<file path="src/ipv4_pkg.sv">
/* IPv4 checksum verify
   Shared types and constants */

package ipv4_pkg;

    // ####################
    // Header geometry
    // ####################

    localparam int hdr_bits      = 160; // Option-less IPv4 header
    localparam int hdr_words     = 10;  // 16-bit words per header
    localparam int csum_word_idx = 4;   // Checksum word, counted from the LSB end

    // Format check values
    localparam logic [3:0] ip_version_v4 = 4'd4;
    localparam logic [3:0] ip_ihl_min    = 4'd5; // Five 32-bit words, no options

    localparam int pipe_latency = 3; // Input valid to result valid, in cycles

    // ####################
    // Header views
    // ####################

    // Field layout, MSB first as on the wire
    typedef struct packed {
        logic [3:0]  version;         // [159:156]
        logic [3:0]  ihl;             // [155:152]
        logic [5:0]  dscp;            // [151:146]
        logic [1:0]  ecn;             // [145:144]
        logic [15:0] length;          // [143:128]
        logic [15:0] identification;  // [127:112]
        logic [2:0]  flags;           // [111:109]
        logic [12:0] fragment_offset; // [108:96]
        logic [7:0]  ttl;             // [95:88]
        logic [7:0]  protocol;        // [87:80]
        logic [15:0] hdr_chksum;      // [79:64]
        logic [31:0] source_ip;       // [63:32]
        logic [31:0] dest_ip;         // [31:0]
    } ipv4_fields_t;

    // Same header read as fields or as the words that get summed
    typedef union packed {
        ipv4_fields_t                                  fields;
        logic [hdr_words-1:0][hdr_bits/hdr_words-1:0] words; // words[0] is bits [15:0]
    } ipv4_header_u;

    // ####################
    // Stream and stages
    // ####################

    // Input beat, no ready
    typedef struct packed {
        logic         valid;
        ipv4_header_u header;
    } hdr_beat_t;

    // Stage 1 to stage 2
    typedef struct packed {
        logic        valid;
        logic [19:0] raw_sum;   // Nine words, carries not yet folded
        logic [15:0] rx_chksum; // Checksum as received
        logic        format_ok; // Version 4 and IHL 5
    } sum_stage_t;

    // Stage 2 to stage 3
    typedef struct packed {
        logic        valid;
        logic [15:0] computed;  // Complement of the folded sum
        logic [15:0] rx_chksum;
        logic        format_ok;
    } fold_stage_t;

    // Result beat
    typedef struct packed {
        logic        valid;
        logic        checksum_ok; // Computed matches received
        logic        format_ok;
        logic [15:0] computed;
    } verify_result_t;

endpackage

</file>
<file path="src/ipv4_header_sum.sv">
/* IPv4 checksum stage 1
   Header word sum */

module ipv4_header_sum (
    input  logic                  ipv4_header, // Clock
    input  logic                  rst_n,
    input  ipv4_pkg::hdr_beat_t   hdr_in,
    output ipv4_pkg::sum_stage_t  s1
);

    // ####################
    // Word sum
    // ####################

    logic [19:0] raw_sum;   // 9 x 0xFFFF fits in 20 bits
    logic [15:0] rx_chksum;
    logic        format_ok;

    // Plain sum over the words view, checksum word left out
    always_comb begin
        raw_sum = '0;
        for (int i = 0; i < ipv4_pkg::hdr_words; i++) begin
            if (i != ipv4_pkg::csum_word_idx) begin
                raw_sum = raw_sum + 20'(hdr_in.header.words[i]);
            end
        end
    end

    // Fields view of the same header
    assign rx_chksum = hdr_in.header.fields.hdr_chksum;

    // Only option-less v4 headers pass
    assign format_ok = (hdr_in.header.fields.version == ipv4_pkg::ip_version_v4) &&
                       (hdr_in.header.fields.ihl == ipv4_pkg::ip_ihl_min);

    // ####################
    // Stage register
    // ####################

    always_ff @(posedge ipv4_header) begin
        if (!rst_n) begin
            s1.valid <= 1'b0;
        end else begin
            s1.valid <= hdr_in.valid;
        end
        // Payload follows every cycle, qualified by valid downstream
        s1.raw_sum   <= raw_sum;
        s1.rx_chksum <= rx_chksum;
        s1.format_ok <= format_ok;
    end

endmodule

</file>
<file path="src/ipv4_checksum_fold.sv">
/* IPv4 checksum stage 2
   Carry fold and complement */

module ipv4_checksum_fold (
    input  logic                   ipv4_header, // Clock
    input  logic                   rst_n,
    input  ipv4_pkg::sum_stage_t   s1,
    output ipv4_pkg::fold_stage_t  s2
);

    logic [16:0] fold1;    // Low word plus upper nibble, may carry once more
    logic [15:0] fold2;    // Second fold, no carry left
    logic [15:0] computed;

    // ####################
    // End-around carry
    // ####################

    // First fold, max 0xFFFF + 0xF
    assign fold1 = {1'b0, s1.raw_sum[15:0]} + 17'(s1.raw_sum[19:16]);

    // When fold1 carries its low word is tiny, so this never overflows
    assign fold2 = fold1[15:0] + 16'(fold1[16]);

    assign computed = ~fold2; // One's-complement checksum

    // ####################
    // Stage register
    // ####################

    always_ff @(posedge ipv4_header) begin
        if (!rst_n) begin
            s2.valid <= 1'b0;
        end else begin
            s2.valid <= s1.valid;
        end
        s2.computed  <= computed;
        s2.rx_chksum <= s1.rx_chksum;  // Carried along for stage 3
        s2.format_ok <= s1.format_ok;
    end

endmodule

</file>
<file path="src/ipv4_checksum_compare.sv">
/* IPv4 checksum stage 3
   Checksum compare */

module ipv4_checksum_compare (
    input  logic                     ipv4_header, // Clock
    input  logic                     rst_n,
    input  ipv4_pkg::fold_stage_t    s2,
    output ipv4_pkg::verify_result_t result
);

    logic checksum_ok;

    // Computed against received
    assign checksum_ok = (s2.computed == s2.rx_chksum);

    // ####################
    // Result register
    // ####################

    always_ff @(posedge ipv4_header) begin
        if (!rst_n) begin
            result.valid <= 1'b0;
        end else begin
            result.valid <= s2.valid;
        end
        result.checksum_ok <= checksum_ok;
        result.format_ok   <= s2.format_ok; // Independent of the checksum match
        result.computed    <= s2.computed;  // Reported for debug and logging
    end

endmodule

</file>
<file path="src/ipv4_checksum_verify.sv">
/* IPv4 checksum verify
   Three-stage pipeline top */

module ipv4_checksum_verify (
    input  logic                     ipv4_header, // Clock
    input  logic                     rst_n,
    input  ipv4_pkg::hdr_beat_t      hdr_in,      // Valid-only stream, always accepted
    output ipv4_pkg::verify_result_t result       // Three cycles after hdr_in
);

    // ####################
    // Stage links
    // ####################

    ipv4_pkg::sum_stage_t  s1; // Raw sum, received checksum, format
    ipv4_pkg::fold_stage_t s2; // Computed checksum, received checksum, format

    // Stage 1, word sum and field extraction
    ipv4_header_sum u_ipv4_header_sum (
        .ipv4_header (ipv4_header),
        .rst_n       (rst_n),
        .hdr_in      (hdr_in),
        .s1          (s1)
    );

    // Stage 2, fold and complement
    ipv4_checksum_fold u_ipv4_checksum_fold (
        .ipv4_header (ipv4_header),
        .rst_n       (rst_n),
        .s1          (s1),
        .s2          (s2)
    );

    // Stage 3, compare and output
    ipv4_checksum_compare u_ipv4_checksum_compare (
        .ipv4_header (ipv4_header),
        .rst_n       (rst_n),
        .s2          (s2),
        .result      (result)
    );

endmodule

</file>
<file path="config.mk">
export PLATFORM = sky130hd
export DESIGN_NAME = ipv4_checksum_verify
export DESIGN_NICKNAME = d
export VERILOG_FILES = /design/src/ipv4_pkg.sv /design/src/ipv4_header_sum.sv /design/src/ipv4_checksum_fold.sv /design/src/ipv4_checksum_compare.sv /design/src/ipv4_checksum_verify.sv
export SDC_FILE = /design/constraint.sdc
export NUM_CORES = 1
export LEC_CHECK = 0
export ABC_AREA = 0
export BUFFER_PORTS_ARGS = -buffer_cell sky130_fd_sc_hd__buf_2
export CAP_MARGIN = 20
export CORE_MARGIN = 4
export CORE_UTILIZATION = 60
export CTS_BUF_LIST = sky130_fd_sc_hd__clkbuf_4
export CTS_CLUSTER_DIAMETER = 60
export DETAILED_ROUTE_END_ITERATION = 16
export PLACE_DENSITY = 0.9
export SYNTH_ARGS = -nofsm -noshare
export SYNTH_HDL_FRONTEND = slang
export SYNTH_SLANG_ARGS = --single-unit
</file>
<file path="constraint.sdc">
create_clock -name ipv4_header -period 10.7 [get_ports ipv4_header]
set_clock_uncertainty 0.2 [all_clocks]
set_input_delay 2.14 -clock ipv4_header [delete_from_list [all_inputs] [get_ports ipv4_header]]
set_output_delay 2.14 -clock ipv4_header [all_outputs]
set_load 0.005 [all_outputs]
</file>
### Word-level counts from Yosys, hierarchy flattened

Cells that the tools add are included.

| operators by class | value |
|---|---|
| add/sub/neg operators | 10 |
| bitwise operators | 1 |
| reduce and logical (&&, ||, !) cells | 1 |
| equality and inequality tests | 3 |

Operators by type and width:

| operator | number |
|---|---|
| $add 20x16->20 | 7 |
| $add 16x16->17 | 1 |
| $add 16x4->17 | 1 |
| $add 16x1->16 | 1 |
| $eq 16x16->1 | 1 |
| $not 16->16 | 1 |
| $eq 4x3->1 const B | 2 |
| $logic_and 1x1->1 | 1 |

| word-level totals | value |
|---|---|
| bits of input ports | 163 |
| output and inout port bits | 19 |
| register bits | 91 |
| word-level logic and storage cells | 27 |

### Logic depth before layout (Yosys ltp)

| logic depth | value |
|---|---|
| depth after elaboration | 8 |
| depth in mapped cells | 24 |

### Hierarchy

From an unflattened synthesis, not the netlist that was laid out.

| unflattened totals | value |
|---|---|
| cells, all modules | 625 |
| area, all modules | 6628.9 um2 |

Modules (own cells, without submodules):

| module | cells an instance | sequential area each (um2) | times used | area each (um2) |
|---|---|---|---|---|
| ipv4_header_sum | 436 | 760.7 | 1 | 4579.4 |
| ipv4_checksum_fold | 148 | 680.7 | 1 | 1485.2 |
| ipv4_checksum_compare | 41 | 380.4 | 1 | 564.3 |

### Least setup slack after synthesis

No wires, ideal clock.

| path | value |
|---|---|
| path type | input port to flip-flop |
| start | input port hdr_in[0] (netlist bit) |
| end | register, netlist name u_ipv4_header_sum.s1[34] |
| required time | 10.442 ns |
| slack | 3.072 ns |
| arrival time | 7.371 ns |
| stages | 21 |
| buffers on the path | 0 |
| library setup time | 0.058 ns |
| path through | ha_1 inv_1 fa_1 nor2b_1 o21a_1 o21ai_0 a311oi_1 o221ai_1 o311ai_0 fa_1 inv_1 fa_1 fa_1 fa_1 inv_1 ha_1 and3_1 a311oi_1 o21ai_1 nor4b_1 a211o_1 |

| on the way | value |
|---|---|
| longest elaborated chain between the ends | 8 |

RTL lines:

| element | RTL line | text |
|---|---|---|
| start, declared | ipv4_checksum_verify.sv:7 | `input ipv4_pkg::hdr_beat_t hdr_in,` |
| $add 16x16->17 | ipv4_header_sum.sv:24 | `raw_sum = raw_sum + 20'(hdr_in.header.words[i]);` |
| $add 20x16->20 (7 in a row) | ipv4_header_sum.sv:24 |  |
| via u_ipv4_header_sum.raw_sum[17] | ipv4_header_sum.sv:15 | `logic [19:0] raw_sum;` |

The timed path passes the listed nets, and every way through them passes these cells.
A chain may end at the register's enable or synchronous reset.

### Final worst setup path

| path | value |
|---|---|
| start | input port hdr_in[0] (netlist bit) |
| end | register, netlist name u_ipv4_header_sum.s1[34] |

| on the way | value |
|---|---|
| longest elaborated chain between the ends | 8 |

RTL lines:

| element | RTL line |
|---|---|
| $add 16x16->17 | ipv4_header_sum.sv:24 |
| $add 20x16->20 (7 in a row) | ipv4_header_sum.sv:24 |
| via u_ipv4_header_sum.raw_sum[17] | ipv4_header_sum.sv:15 |

The timed path passes the listed nets, and every way through them passes these cells.

==> results.sh <==
export IMPL_drt_iter0_drc=200
export IMPL_ant_nets=0
export IMPL_cts_hold_repair_buffers=0
export IMPL_critical_path_max_fanout=6
export IMPL_final_setup_tns_ns=0
export IMPL_p_sw_mw=1.29
export IMPL_chipHeight_um=115
export IMPL_die_width_um=115
export IMPL_post_route_min_period_ns=8.14
export IMPL_grt_pass1_wl_mm=23.8
export IMPL_number_of_hold_slack_violations_in_the_final_timing_report=0
export IMPL_setup_viol=0
export IMPL_wl_met2_mm=7.34
export IMPL_finish_utilization_pct=73.4
export IMPL_crit_path_from="hdr_in[0]"
export IMPL_all_layer_gr_usage_pct=22.3
export IMPL_maximum_clock_rate_mhz=123
export IMPL_startpoint_type_of_the_worst_setup_path="primary input"
export IMPL_final_common_cell="buf_2"
export IMPL_cts_reportedPaths_clkPinSlew_ns=0.16
export IMPL_grt_start_max_net_pins=19
export IMPL_area_growth_syn_to_layout_pct=17.2
export IMPL_setup_repair_after_global_routing_missed_its_margin="false"
export IMPL_power_density_mw_per_mm2=340
export IMPL_floorplan_die_area_mm2=0.0133
export IMPL_cts_bufs_inserted=9
export IMPL_portBuffers=181
export IMPL_post_route_cells_drive_above_1_share_pct=24.5
export IMPL_ir_drop_v=0.000237
export IMPL_antenna_cells=0
export IMPL_status="finished clean"
export IMPL_synth_top_area_cell="fa_1"
export IMPL_vias=5208
export IMPL_power_share_sequential_pct=20.4
export IMPL_postSynthNetCount=987
export IMPL_hold_path_class="reg -> reg"
export IMPL_final_cycle_share_pct=76.0
export IMPL_nNetsFinal=1172
export IMPL_leakage_nw=4.08
export IMPL_cts_max_level=3
export IMPL_first_global_vias=5511
export IMPL_initial_utilization_pct=62.6
export IMPL_clk_insertion_delay_late_ns=0.44
export IMPL_row_count=38
export IMPL_globalRoute_totalOverflow=0
export IMPL_final_fill_count=821
export IMPL_yosys_cell_types_count=63
export IMPL_ys_warn_count=0
export IMPL_place_hpwl_mm=12.3
export IMPL_highest_layer="met4"
export IMPL_worstReg2RegStart="u_ipv4_header_sum.s1[33]"
export IMPL_syn_avg_cell_area_um2=10.1
export IMPL_wl_met3_um=966
export IMPL_drt_pass1_iter_count=5
export IMPL_post_cts_resized_instances=0
export IMPL_cp_data_required_time_ns=10.88
export IMPL_ios=182
export IMPL_met1Wirelength_mm=5.37
export IMPL_drv_cap=0
export IMPL_cts_path_max_buffers=2
export IMPL_wl_per_cell_um=13.8
export IMPL_yosys_most_used_dff="dfxtp_1"
export IMPL_p_sw_share_pct=46.7
export IMPL_drc=0
export IMPL_core_region_area_mm2=0.0110
export IMPL_setup_worst_path_end_class="flop"
export IMPL_routed_wirelength_mm=14.0
export IMPL_post_drt_via_cell_ratio=5.14
export IMPL_share_of_synthesized_flip_flops_with_an_asynchronous_set_or_reset_pct=0
export IMPL_antenna_violations_before_repair=0
export IMPL_clock_root_buffer="clkbuf_4"
export IMPL_netlist_top_cells_area="fa_1, dfxtp_1, inv_1"
export IMPL_cts_tree="built"
export IMPL_r2r_setup_slack_ns=7.08
export IMPL_pwr_share_comb_pct=73.1
export IMPL_syn_area_mm2=0.00691
export IMPL_worst_slew_pin_slew_ns=0.643
export IMPL_path_class="in -> reg"
export IMPL_clkPwrFrac_pct=6.5
export IMPL_synth_top_area_share_pct=28.1
export IMPL_timing_max_slew_rel_slack_pct=56.6
export IMPL_tritoncts_num_sinks=91
export IMPL_netlist_instances=684
export IMPL_cts_setup_buffers=0
export IMPL_final_max_slew_viol_count=0
export IMPL_internal_power_mw=1.47
export IMPL_finalWeightedCongestion=0.935
export IMPL_ys_seq_area_share_pct=26.4
export IMPL_ys_ff_latch=91
export IMPL_mostFrequentLayoutCells="buf_2, inv_1, fa_1, dfxtp_1, xnor2_1"
export IMPL_synth_edff_count=0
export IMPL_worst_hold_startpoint="u_ipv4_header_sum.s1[5]"
export IMPL_cp_data_arrival_time_ns=8.32
==> synth_stat cells, types with 3 or more instances <==
master and count:
nor2_1 36, nor4_1 5, inv_1 148, a31oi_1 3, clkbuf_1 5, nand3_1 12
fa_1 97, xor2_1 16, nand3b_1 3, nand2b_1 10, o21ai_0 15, ha_1 43
nand2_1 21, and2_1 4, nand4b_1 3, a311oi_1 3, nor2b_1 9, nor4b_1 3
nor3_1 7, a21oi_1 18, and3_1 6, dfxtp_1 91, a21o_1 13, nand4_1 7
xnor2_1 45, o21a_1 10, o211ai_1 4
==> critical path, cell delays in order <==
cell and delay [ns]:
buf_2 0.08, ha_1 0.16, inv_1 0.06, fa_1 0.40, nor2b_1 0.14, o21a_1 0.15, o21ai_0 0.16, a311oi_1 0.46
o221ai_1 0.29, o311ai_0 0.65, fa_1 0.53, inv_1 0.09, fa_1 0.43, fa_1 0.52, fa_1 0.54, inv_1 0.04
ha_1 0.35, and3_1 0.21, a311oi_1 0.24, o21ai_1 0.19, nor4b_1 0.34, a211o_1 0.15
==> sequential cells by signal, indices dropped and copies added (netlist names) <==
register                        count
u_ipv4_checksum_compare.result     19
u_ipv4_checksum_fold.s2            34
u_ipv4_header_sum.s1               38
==> area by class of cell <==
cell class                      count  area [um2]  area share (%)
Tap cell                          140         175            2.16
Clock inverter                      7        68.8           0.850
Multi-Input combinational cell    438        4500            55.6
Sequential cell                    91        1820            22.5
Timing Repair Buffer              181         906            11.2
Clock buffer                        9        67.6           0.834
Inverter                          148         556            6.86
==> routing by layer <==
metal / track usage [%] / vias up
met2: 41.5 / 179
met3: 3.84 / 25
li1: - / 2556
met4: 6.03 / 0
met5: 0 / -
met1: 26.3 / 2448
==> final timing paths <==
path,endpoint,depth (start not counted)
max,u_ipv4_header_sum.s1[34],22
min,u_ipv4_checksum_fold.s2[5],0
max reg2reg,u_ipv4_checksum_fold.s2[31],13
min reg2reg,u_ipv4_checksum_fold.s2[5],0
==> metrics by stage <==
| step | area (um2) | hold slack (ns) | instances | power, mW | setup WS [ns] |
|---|---|---|---|---|---|
| 6_report | 8100 | 0.133 | 1014 | 2.76 | 2.56 |
| 5_1_grt | 8100 | 0.137 | 1014 | 3.08 | 2.17 |
| 4_1_cts | 8100 | 0.143 | 1014 | 2.78 | 2.62 |
| 3_5_place_dp | 7960 | 0.112 | 998 | 2.58 | 2.18 |
| 3_3_place_gp | 7960 | 0.111 | 998 | 2.51 | 2.44 |
| 2_1_floorplan | 6910 | 0.110 | 684 | 2.14 | 3.07 |
==> cells by family after synthesis <==
| group | count (synthesis) | share of synthesized area [%] |
|---|---|---|
| AO/OA/AOI/OAI | 94 | 9.96 |
| flip-flops | 91 | 26.4 |
| XOR/XNOR | 61 | 7.73 |
| AND/OR/NAND/NOR | 141 | 11.3 |
| adder cells (fa/ha/maj) | 140 | 35.9 |
| multiplexers | 2 | 0.290 |
| buffers and inverters | 155 | 8.42 |
==> power groups by stage <==
stage | Combinational, mW | Clock (mW) | Sequential (mW)
floorplan | 1.60 | 0 | 0.547
global placement | 1.94 | 0 | 0.568
detailed placement | 2.01 | 0 | 0.571
CTS | 2.03 | 0.184 | 0.563
global route | 2.31 | 0.197 | 0.577
finish | 2.01 | 0.178 | 0.563
No activity file was read; power rests on OpenSTA's default activity.
